## src/logic/board_pkg.sv

```systemverilog
// Widths and pin types of a DE2-class board, with keys active high once the top level has inverted the pins
package board_pkg;

	// Pin counts
	localparam int num_red_leds = 18;	// Red LED bank
	localparam int num_green_leds = 9;	// Green LED bank
	localparam int num_switches = 18;	// Slide switches
	localparam int num_keys = 4;		// Push keys
	localparam int num_digits = 4;		// Seven-segment digits
	localparam int num_segments = 7;	// Segments per digit, no decimal point
	localparam int nibble_bits = 4;		// One hex digit
	localparam int hex_bits = num_digits * nibble_bits;	// Whole display value

	// Heartbeat counter width
	localparam int heartbeat_width = 24;	// Covers periods up to 16.7M cycles

	// LED drive vector, bit 0 is LEDR0
	typedef logic [num_red_leds-1:0] red_led_t;

	// Slide switch sample
	typedef logic [num_switches-1:0] sw_t;

	// Key sample, high while pressed
	typedef logic [num_keys-1:0] key_t;

	// Segment pattern in gfedcba order, active low
	typedef logic [num_segments-1:0] seg_t;

	// Four nibbles, digit 0 in the low nibble
	typedef logic [num_digits-1:0][nibble_bits-1:0] hex_value_t;

	// Heartbeat half period in clock cycles
	typedef logic [heartbeat_width-1:0] heartbeat_period_t;

	// Half period after reset
	localparam heartbeat_period_t heartbeat_reset_period = 24'd5_000_000;	// About 0.1 s at 50 MHz

	// Unused hex digit pattern
	localparam seg_t seg_dark = '1;	// All segments off

endpackage

```

## src/logic/io_pkg.sv

```systemverilog
// Strobe IO bus seen from the core, with no back-pressure and read data returned one cycle after read_en
package io_pkg;

	// Bus widths
	localparam int io_data_width = 32;	// Bus word
	localparam int io_addr_width = 32;	// Byte address

	// Word and address types
	typedef logic [io_data_width-1:0] io_data_t;
	typedef logic [io_addr_width-1:0] io_addr_t;

	// One bus cycle as driven by the core
	typedef struct packed {
		logic write_en;			// Single-cycle write strobe
		logic read_en;			// Single-cycle read strobe
		io_addr_t address;		// Register address
		io_data_t write_data;	// Valid with write_en
	} io_req_t;

	// Address map
	localparam io_addr_t addr_red_led = 32'd0;		// Read and write
	localparam io_addr_t addr_hex = 32'd4;			// Value and blank enable
	localparam io_addr_t addr_heartbeat = 32'd8;	// Blink half period
	localparam io_addr_t addr_switches = 32'd12;	// Read only
	localparam io_addr_t addr_keys = 32'd16;		// Read clears sticky flags

	// Field positions inside the addr_hex word
	localparam int hex_blank_bit = 16;	// Leading-zero blank enable

	// Field positions inside the addr_keys word
	localparam int keys_flag_lsb = 0;	// Sticky press flags
	localparam int keys_live_lsb = 4;	// Live synchronized keys

endpackage

```

## src/logic/fpga_top.sv

```systemverilog
// Peripheral subsystem only, so the core, L2 cache, memory, JTAG loader and clock divider sit outside
module fpga_top (
	input logic clk,
	input logic arst_n,
	input io_pkg::io_req_t io_req,
	output io_pkg::io_data_t read_data,
	output logic read_valid,
	input board_pkg::sw_t sw,
	input board_pkg::key_t key_n,
	output board_pkg::red_led_t red_led,
	output logic [board_pkg::num_green_leds-1:0] green_led,
	output board_pkg::seg_t hex0,
	output board_pkg::seg_t hex1,
	output board_pkg::seg_t hex2,
	output board_pkg::seg_t hex3
);
	import board_pkg::*;

	sw_t sw_sync;						// Switches in clk domain
	key_t keys_raw;						// Keys, high when pressed
	key_t keys_sync;					// Keys in clk domain
	logic keys_changed;					// Key vector changed
	key_t key_flags;					// Sticky press flags
	logic hex_load;						// Display load strobe
	hex_value_t hex_value;				// Display value
	logic hex_blank;					// Leading-zero blank enable
	seg_t [num_digits-1:0] segments;	// Digit patterns
	logic period_load;					// Heartbeat load strobe
	heartbeat_period_t period;			// Heartbeat period
	logic blink;						// Heartbeat output

	// Board keys pull low when pressed
	assign keys_raw = ~key_n;

	sync_stage #(.payload_t(sw_t)) u_sw_sync (
		.clk(clk),
		.arst_n(arst_n),
		.async_in(sw),
		.sync_out(sw_sync),
		.changed()		// Switches are polled
	);

	sync_stage #(.payload_t(key_t)) u_key_sync (
		.clk(clk),
		.arst_n(arst_n),
		.async_in(keys_raw),
		.sync_out(keys_sync),
		.changed(keys_changed)
	);

	io_ctrl u_io_ctrl (
		.clk(clk),
		.arst_n(arst_n),
		.io_req(io_req),
		.read_data(read_data),
		.read_valid(read_valid),
		.sw(sw_sync),
		.keys(keys_sync),
		.keys_changed(keys_changed),
		.red_led(red_led),
		.key_flags(key_flags),
		.hex_load(hex_load),
		.hex_value(hex_value),
		.hex_blank(hex_blank),
		.period_load(period_load),
		.period(period)
	);

	hex_display u_hex_display (
		.clk(clk),
		.arst_n(arst_n),
		.hex_load(hex_load),
		.hex_value(hex_value),
		.hex_blank(hex_blank),
		.segments(segments)
	);

	heartbeat u_heartbeat (
		.clk(clk),
		.arst_n(arst_n),
		.period_load(period_load),
		.period(period),
		.blink(blink)
	);

	// Digit 0 is the rightmost display
	assign hex0 = segments[0];
	assign hex1 = segments[1];
	assign hex2 = segments[2];
	assign hex3 = segments[3];

	// Blink on top, then sticky flags, then live keys
	assign green_led = {blink, key_flags, keys_sync};

endmodule

```

## src/logic/heartbeat.sv

```systemverilog
// Blink toggles every period plus one cycles, and a zero period is illegal since it would toggle every cycle
module heartbeat (
	input logic clk,
	input logic arst_n,
	input logic period_load,
	input board_pkg::heartbeat_period_t period,
	output logic blink
);
	import board_pkg::*;

	heartbeat_period_t period_q;	// Active half period
	heartbeat_period_t count;		// Cycles left until toggle

	// Down-counter with reload
	always_ff @(posedge clk or negedge arst_n)
	begin
		if (!arst_n)
		begin
			period_q <= heartbeat_reset_period;
			count <= heartbeat_reset_period;
			blink <= 1'b0;
		end
		else if (period_load)
		begin
			period_q <= period;		// New period takes effect now
			count <= period;		// Restart the count
		end
		else if (count == '0)
		begin
			count <= period_q;		// Reload for next half period
			blink <= ~blink;
		end
		else
			count <= count - heartbeat_period_t'(1);
	end

	// The core never programs a zero period
	a_period_nonzero: assert property (
		@(posedge clk) disable iff (!arst_n)
		period_load |-> (period != '0)
	) else $error("heartbeat: zero period loaded");

endmodule

```

## src/logic/hex_display.sv

```systemverilog
// Segments are active low in gfedcba order, and after reset all digits stay dark until the first load
module hex_display (
	input logic clk,
	input logic arst_n,
	input logic hex_load,
	input board_pkg::hex_value_t hex_value,
	input logic hex_blank,
	output board_pkg::seg_t [board_pkg::num_digits-1:0] segments
);
	import board_pkg::*;

	hex_value_t value_q;	// Displayed value
	logic blank_en;			// Leading-zero blanking on
	logic blanked;			// Dark until first load
	logic leading;			// Still inside the leading zeros

	// Standard hex font, active low
	function automatic seg_t encode_nibble(input logic [nibble_bits-1:0] nibble);
		seg_t seg;
		case (nibble)
			4'h0: seg = 7'h40;
			4'h1: seg = 7'h79;
			4'h2: seg = 7'h24;
			4'h3: seg = 7'h30;
			4'h4: seg = 7'h19;
			4'h5: seg = 7'h12;
			4'h6: seg = 7'h02;
			4'h7: seg = 7'h78;
			4'h8: seg = 7'h00;
			4'h9: seg = 7'h10;
			4'ha: seg = 7'h08;
			4'hb: seg = 7'h03;	// Lower case b
			4'hc: seg = 7'h46;
			4'hd: seg = 7'h21;	// Lower case d
			4'he: seg = 7'h06;
			default: seg = 7'h0e;	// F
		endcase
		return seg;
	endfunction

	// Value and mode registers
	always_ff @(posedge clk or negedge arst_n)
	begin
		if (!arst_n)
		begin
			value_q <= '0;		// Blank value
			blank_en <= 1'b1;	// Blanking set
			blanked <= 1'b1;	// Hide the lone zero too
		end
		else if (hex_load)
		begin
			value_q <= hex_value;
			blank_en <= hex_blank;
			blanked <= 1'b0;	// First load lights the display
		end
	end

	// Scan from the top digit down and darken zeros while still leading
	always_comb
	begin
		leading = 1'b1;
		for (int i = num_digits - 1; i >= 0; i--)
		begin
			leading = leading && (value_q[i] == '0);	// Zero and all above zero
			if (blanked || (blank_en && leading && i != 0))
				segments[i] = seg_dark;		// Digit 0 is never blanked by value
			else
				segments[i] = encode_nibble(value_q[i]);
		end
	end

endmodule

```

## src/logic/io_ctrl.sv

```systemverilog
// Single-cycle strobes without back-pressure, write and read never in the same cycle, unmapped reads return zero
module io_ctrl (
	input logic clk,
	input logic arst_n,
	input io_pkg::io_req_t io_req,
	output io_pkg::io_data_t read_data,
	output logic read_valid,
	input board_pkg::sw_t sw,
	input board_pkg::key_t keys,
	input logic keys_changed,
	output board_pkg::red_led_t red_led,
	output board_pkg::key_t key_flags,
	output logic hex_load,
	output board_pkg::hex_value_t hex_value,
	output logic hex_blank,
	output logic period_load,
	output board_pkg::heartbeat_period_t period
);
	import board_pkg::*;
	import io_pkg::*;

	logic wr_red;						// Write to LED register
	logic rd_keys;						// Read of key flags
	hex_value_t hex_shadow;				// Readback of display value
	logic blank_shadow;					// Readback of blank enable
	heartbeat_period_t period_shadow;	// Readback of heartbeat period
	key_t keys_last;					// Keys before the latest change
	key_t key_rise;						// Keys newly pressed this cycle
	io_data_t read_word;				// Read mux output

	// Address decode
	assign wr_red = io_req.write_en && (io_req.address == addr_red_led);
	assign rd_keys = io_req.read_en && (io_req.address == addr_keys);
	assign hex_load = io_req.write_en && (io_req.address == addr_hex);
	assign period_load = io_req.write_en && (io_req.address == addr_heartbeat);

	// Datapath payloads, qualified by the load strobes
	assign hex_value = io_req.write_data[hex_bits-1:0];
	assign hex_blank = io_req.write_data[hex_blank_bit];
	assign period = io_req.write_data[heartbeat_width-1:0];

	// LED register and readback shadows
	always_ff @(posedge clk or negedge arst_n)
	begin
		if (!arst_n)
		begin
			red_led <= '0;
			hex_shadow <= '0;
			blank_shadow <= 1'b1;	// Matches display reset
			period_shadow <= heartbeat_reset_period;
		end
		else
		begin
			if (wr_red)
				red_led <= io_req.write_data[num_red_leds-1:0];
			if (hex_load)
			begin
				hex_shadow <= hex_value;
				blank_shadow <= hex_blank;
			end
			if (period_load)
				period_shadow <= period;
		end
	end

	// Rising keys, only on a synchronizer change
	assign key_rise = keys_changed ? (keys & ~keys_last) : '0;

	// Sticky flags, a rise at the clearing edge still sets
	always_ff @(posedge clk or negedge arst_n)
	begin
		if (!arst_n)
		begin
			keys_last <= '0;
			key_flags <= '0;
		end
		else
		begin
			if (keys_changed)
				keys_last <= keys;
			if (rd_keys)
				key_flags <= key_rise;		// Clear on read
			else
				key_flags <= key_flags | key_rise;
		end
	end

	// Read mux
	always_comb
	begin
		read_word = '0;
		case (io_req.address)
			addr_red_led:
				read_word[num_red_leds-1:0] = red_led;
			addr_hex:
			begin
				read_word[hex_bits-1:0] = hex_shadow;
				read_word[hex_blank_bit] = blank_shadow;
			end
			addr_heartbeat:
				read_word[heartbeat_width-1:0] = period_shadow;
			addr_switches:
				read_word[num_switches-1:0] = sw;
			addr_keys:
			begin
				read_word[keys_flag_lsb +: num_keys] = key_flags;	// Value before clear
				read_word[keys_live_lsb +: num_keys] = keys;
			end
			default:
				read_word = '0;		// Unmapped
		endcase
	end

	// Registered read response
	always_ff @(posedge clk or negedge arst_n)
	begin
		if (!arst_n)
		begin
			read_valid <= 1'b0;
			read_data <= '0;
		end
		else
		begin
			read_valid <= io_req.read_en;
			read_data <= io_req.read_en ? read_word : '0;	// Zero when idle
		end
	end

	// Core side bus rule
	a_no_overlap: assert property (
		@(posedge clk) disable iff (!arst_n)
		!(io_req.write_en && io_req.read_en)
	) else $error("io_ctrl: write and read strobes in the same cycle");

endmodule

```

## src/logic/sync_stage.sv

```systemverilog
// Each bit is synchronized on its own, so a multi-bit payload may tear for a cycle and suits slow board inputs only
module sync_stage #(
	parameter type payload_t = logic
) (
	input logic clk,
	input logic arst_n,
	input payload_t async_in,
	output payload_t sync_out,
	output logic changed
);

	payload_t meta;			// First stage, may go metastable
	payload_t sync_prev;	// Last synchronized value

	// Two-flop synchronizer plus history register
	always_ff @(posedge clk or negedge arst_n)
	begin
		if (!arst_n)
		begin
			meta <= '0;
			sync_out <= '0;
			sync_prev <= '0;
		end
		else
		begin
			meta <= async_in;		// Capture pin
			sync_out <= meta;		// Settled copy
			sync_prev <= sync_out;	// One cycle behind
		end
	end

	// High in the one cycle the output differs from before
	assign changed = (sync_out != sync_prev);

	// The pulse only marks a real change of the synchronized value
	a_changed_real: assert property (
		@(posedge clk) disable iff (!arst_n)
		changed |-> (sync_out != $past(sync_out))
	) else $error("sync_stage: changed pulse without an output change");

endmodule

```

## config.mk

```make
export PLATFORM = sky130hd
export DESIGN_NAME = fpga_top
export DESIGN_NICKNAME = d
export VERILOG_FILES = /design/src/logic/board_pkg.sv /design/src/logic/io_pkg.sv /design/src/logic/fpga_top.sv /design/src/logic/heartbeat.sv /design/src/logic/hex_display.sv /design/src/logic/io_ctrl.sv /design/src/logic/sync_stage.sv
export SDC_FILE = /design/constraint.sdc
export NUM_CORES = 1
export LEC_CHECK = 0
export BUFFER_PORTS_ARGS = -buffer_cell sky130_fd_sc_hd__buf_2
export CORE_ASPECT_RATIO = 1.4
export CORE_MARGIN = 5
export CORE_UTILIZATION = 59
export CTS_CLUSTER_SIZE = 30
export DETAILED_ROUTE_END_ITERATION = 10
export PLACE_DENSITY = 0.93
export SKIP_LAST_GASP = 1
export SLEW_MARGIN = 20
export SYNTH_ARGS = -nofsm -noshare
export SYNTH_HDL_FRONTEND = slang
export SYNTH_SLANG_ARGS = --single-unit
export TNS_END_PERCENT = 1
```

## constraint.sdc

```tcl
create_clock -name clk -period 4.5 [get_ports clk]
set_clock_uncertainty 0.05 [all_clocks]
set_input_delay 0.675 -clock clk [delete_from_list [all_inputs] [get_ports clk]]
set_output_delay 0.675 -clock clk [all_outputs]
set_load 0.03 [all_outputs]
```

* Yosys cells after proc, flatten, opt, wreduce, memory -nomap -nowiden
Memory sizes are Yosys's and may differ from the RTL's. Cells that the tools add are included.
Storage, ports and cells: register bits after elaboration 174, bits in latches 0, RAM bits 0, memory bits (read-only) 448, input port bits 90, output and inout bits 88, word-level logic and storage cells 66, memories 4
Memories:
- (no name shown) | words 16, width 7, rd ports 1, clocked after Yosys merged registers in 0, write ports 0, RTL line hex_display.sv:20 | case (nibble)
- (no name shown) | words 16, width 7, rd ports 1, clocked after Yosys merged registers in 0, write ports 0, RTL line hex_display.sv:20
- (no name shown) | words 16, width 7, rd ports 1, clocked after Yosys merged registers in 0, write ports 0, RTL line hex_display.sv:20
- (no name shown) | words 16, width 7, rd ports 1, clocked after Yosys merged registers in 0, write ports 0, RTL line hex_display.sv:20
Cells by class: $add $sub $neg 1, multipliers 0, divide/modulo/power cells 0, magnitude comparators 0, eq/ne operators 5, shift operators 0, muxes and demuxes 13, bitwise gates (word level) 6, reduce and logical (&&, ||, !) cells 18
Operators with widths (number):
- $mux W24 | 3
- $eq A32 B4 Y1 const B | 2
- $pmux W8 S5 | 1
- $pmux W9 S4 | 1
- $eq A32 B3 Y1 const B | 1
- $eq A32 B5 Y1 const B | 1
- $logic_not A32 Y1 | 1
- $mux W7 | 4
- $logic_not A24 Y1 | 1
- $sub A24 B1 Y24 const B | 1
- $logic_not A4 Y1 | 3
- $logic_and A1 B1 Y1 | 9
- $mux W4 | 2
- $not A4 Y4 | 2
- $mux W6 | 1
- $and A4 B4 Y4 | 1
- $ne A4 B4 Y1 | 1
- $or A4 B4 Y4 | 1
- $logic_or A1 B1 Y1 | 3
- $pmux W1 S3 | 1
- $not A1 Y1 | 2
- $reduce_and A2 Y1 | 1

* Depth between registers and ports, before layout
depth in word-level cells 6, gate-level depth with buffers 8, depth with buffers taken out 7

* Cells and area by module
A second synthesis with hierarchy kept.
Unflattened totals: cells, all modules 909, area, all modules 10702.8 µm²
By module, submodules not included:
- io_ctrl | times used 1, cells an instance 338, area an instance 4476.8 µm², sequential area each 2313.5 µm²
- heartbeat | times used 1, cells an instance 274, area an instance 2583.7 µm², sequential area each 1246.2 µm²
- hex_display | times used 1, cells an instance 197, area an instance 1726.7 µm², sequential area each 452.9 µm²
- sync_stage (u_sw_sync) | times used 1, cells an instance 78, area an instance 1551.5 µm², sequential area each 1351.3 µm²
- sync_stage (u_key_sync) | times used 1, cells an instance 17, area an instance 341.6 µm², sequential area each 300.3 µm²
- fpga_top | times used 1, cells an instance 5, area an instance 22.5 µm², sequential area each 0.0 µm²

* Least setup slack after synthesis
OpenSTA, ideal clock, no wires.
path type flip-flop to output port, start point reg u_io_ctrl.hex_shadow[12] (netlist name), end point out hex1[0], arrival 1.792 ns, required time 3.775 ns, setup slack 1.983 ns, cell stages (with the launch flop) 7, cells stage by stage dfrtp_1 -> inv_1 -> ha_1 -> nor4bb_1 -> and3_1 -> a31oi_1 -> o211ai_1
RTL lines:
- to (decl) | RTL line fpga_top.sv:13 | output board_pkg::seg_t hex1,

==> impl_metrics.ini <==
[clocking]
h-tree-depth = 4
cts_tree = built
clockBufferDepth = 2
clk_pin_slew_ns = 0.07
cts_root_buf = clkbuf_16
cts-buffers-inserted = 17
clock_latency_ns = 0.42
post_cts_resized = 0
post_cts_buffers = 0
hold_buffers = 0
cts_sinks = 166

[yosys]
synth_common_cells = 148 x dfrtp_1, 60 x o21ai_0, 50 x mux2_2
syn_inst = 731
synth-seq-cells = 166
yosysTopAreaCell = dfrtp_1
yosys.cell_count.top_type = dfrtp_1
ys_types = 59
synth-async-reset-ratio_pct = 100
syn-cell-area_mm2 = 0.00801
synth_top_area_share_pct = 46.3
ys_seq_area_share_pct = 52.2
ys_warn_count = 0
synth_area_leaders = dfrtp_1 46%, mux2_2 7.0%, dfstp_2 5.9%
syn_avg_cell_area_um2 = 11.0
synth-edff-count = 0
ys.flop_type = dfrtp_1

[power_and_ir_drop]
power_uw = 3130
vdd_drop_max_mv = 0.300
p_per_area_mw_per_mm2 = 329
power_leakage_uw = 0.00454

[global_route]
antenna_found_initial = 0
gr-total-overflow = 0
grt_pass1_vias = 6651
grt_pass1_wl_um = 32700
grt_max_degree = 106
grtUsageTotal_pct = 26.0

[floorplan]
fp.dieW_um = 108
die-height_um = 148
io_pins = 178
fp.coreArea_mm2 = 0.0133
start_util_pct = 60.1
dieArea_mm2 = 0.0160
rows = 50

[worst_setup_path]
cp.required_ns = 3.77
end_kind = primary output
critical_path_peak_fanout = 7
r2r_end = u_heartbeat.count[1]
start_kind = register
reg2reg_depth = 8
critPathArrivalTime_ns = 2.70
ff2ff_setup_slack_ns = 1.89
r2r-start = u_heartbeat.count[0]
path_class = reg2out

[sta]
max_slew.worst_pin.slew_ns = 0.916
setup_viol = 0
grt_setup_unrepaired = no
min_period_ns = 3.43
timing.fmax_mhz = 292
fin_tns_setup_ns = 0
fin_crit_sh_pct = 76.2
max-slew-margin-rel_pct = 38.9
slew_viol_final = 0
final-hold-violation-count = 0

[drt]
dr_wl_met2_um = 10800
drcViolationCount = 0
drtAntennaViolNets = 0
wl_per_cell_um = 18.6
wl_met1_um = 7230
routed_wl_um = 19900
top_layer_used = met4
num_vias = 6312
dr_wl_met3_um = 1260
drt-initial-drc-count = 398
vias_per_cell = 5.89
drt_pass1_iterations = 5

[cells_and_area]
nets = 990
multiInputGateArea_mm2 = 0.00345
drive_above_1_share_pct = 32.8
fin_util_pct = 71.3
seqCellArea_mm2 = 0.00418
fillers = 931
synthToLayoutAreaGrowth_pct = 18.6

[placed_design]
place.gp.congestion = 0.900
io_buffers = 161
dp_hpwl_um = 13700

[worst_hold_path]
hold_start = u_sw_sync.meta[14]
whs_path_depth = 0
min_to = u_sw_sync.sync_out[14]
hold_class = reg2reg

[run]
cap_violations = 0

[run_status]
outcome = complete, no violations
## state kept, by name, indices dropped and copies added (netlist names), 4 cells and up
signal and cells:
u_io_ctrl.red_led 18, u_hex_display.value_q 4, u_io_ctrl.read_data 24, u_io_ctrl.period_shadow 24, u_key_sync.sync_prev 4, u_io_ctrl.keys_last 4
u_key_sync.meta 4, u_key_sync.sync_out 4, u_io_ctrl.hex_shadow 12, u_sw_sync.sync_out 18, u_heartbeat.count 24, u_io_ctrl.key_flags 4
u_sw_sync.meta 18
## per-stage QoR
| step | worst slack [ns] | std cells | hold slack, ns | instance area (um2) |
|---|---|---|---|---|
| finish | 1.07 | 1072 | 0.298 | 9500 |
| global route | 0.895 | 1071 | 0.286 | 9490 |
| CTS | 1.07 | 1071 | 0.292 | 9490 |
| detailed placement | 1.45 | 1039 | 0.285 | 8900 |
| global placement | 1.54 | 1039 | 0.282 | 8900 |
| floorplan | 1.98 | 738 | 0.281 | 8030 |
## worst max-delay path by stage
stage / slack (ns) / depth (start not counted) / endpoint / startpoint
finish: 1.07 / 7 / hex1[6] / u_io_ctrl.hex_shadow[12]
global route: 0.90 / 7 / hex1[6] / u_io_ctrl.hex_shadow[12]
CTS: 1.07 / 7 / hex1[6] / u_io_ctrl.hex_shadow[12]
detailed placement: 1.45 / 6 / u_io_ctrl.red_led[3] / io_req[33]
global placement: 1.54 / 6 / u_io_ctrl.red_led[11] / io_req[33]
floorplan: 1.98 / 6 / hex1[0] / u_io_ctrl.hex_shadow[12]
## layout make-up
| class | count | share of cell area, % |
|---|---|---|
| clock inverter | 14 | 1.66 |
| multi-input combinational | 477 | 36.3 |
| antenna | 1 | 0.0264 |
| timing repair buffer | 169 | 9.18 |
| inverter | 45 | 1.78 |
| tap | 182 | 2.40 |
| clock buffer | 18 | 4.63 |
| sequential | 166 | 44.0 |
## metal layers
metal,vias to the layer above,global-route usage (%)
li1,2875,-
met1,3105,29.1
met2,276,46.7
met3,56,5.33
met4,0,12.3
met5,-,0
## worst max-delay path, cell delays in order (launching register included)
cell      delay (ns)
dfrtp_1         0.46
inv_1           0.17
ha_1            0.25
nor4bb_1        0.47
and3_1          0.32
a31oi_1         0.23
o211ai_1        0.16
buf_2           0.23
## cells by family (layout without fill, tap and decap cells)
group / after synthesis / in the layout / synth area share (%)
and+or+nand+nor: 199 / 199 / 13.3
DFF: 166 / 166 / 52.2
AOI/OAI and AO/OA: 152 / 152 / 11.9
buffers and inverters: 95 / 246 / 5.05
muxes: 76 / 76 / 11.8
adders and majority gates: 24 / 24 / 3.75
xor gates and xnor gates: 18 / 18 / 1.97
other: 1 / 9 / 0.0468
## layout by cell type (no fill, tap or decap), types with 15 or more instances in the layout
cell type,instances
clkbuf_16,17
xnor2_1,15
mux2_2,50
mux2i_1,16
a21oi_1,26
dfrtp_1,148
o211ai_1,22
buf_2,160
nand2_1,45
dfstp_2,18
o21ai_0,60
ha_1,24
nand3_1,15
inv_1,45
nor3_1,21
nor2_1,42
## where the power goes
| part | switching, uW | total (uW) | leakage (uW) | internal (uW) |
|---|---|---|---|---|
| Combinational | 94.7 | 148 | 0.00228 | 53.3 |
| Sequential | 11.7 | 1530 | 0.00197 | 1520 |
| Clock | 643 | 1450 | 0.000297 | 806 |
| Total | 749 | 3130 | 0.00454 | 2380 |
Note: power is estimated with default switching activity, not from simulation.
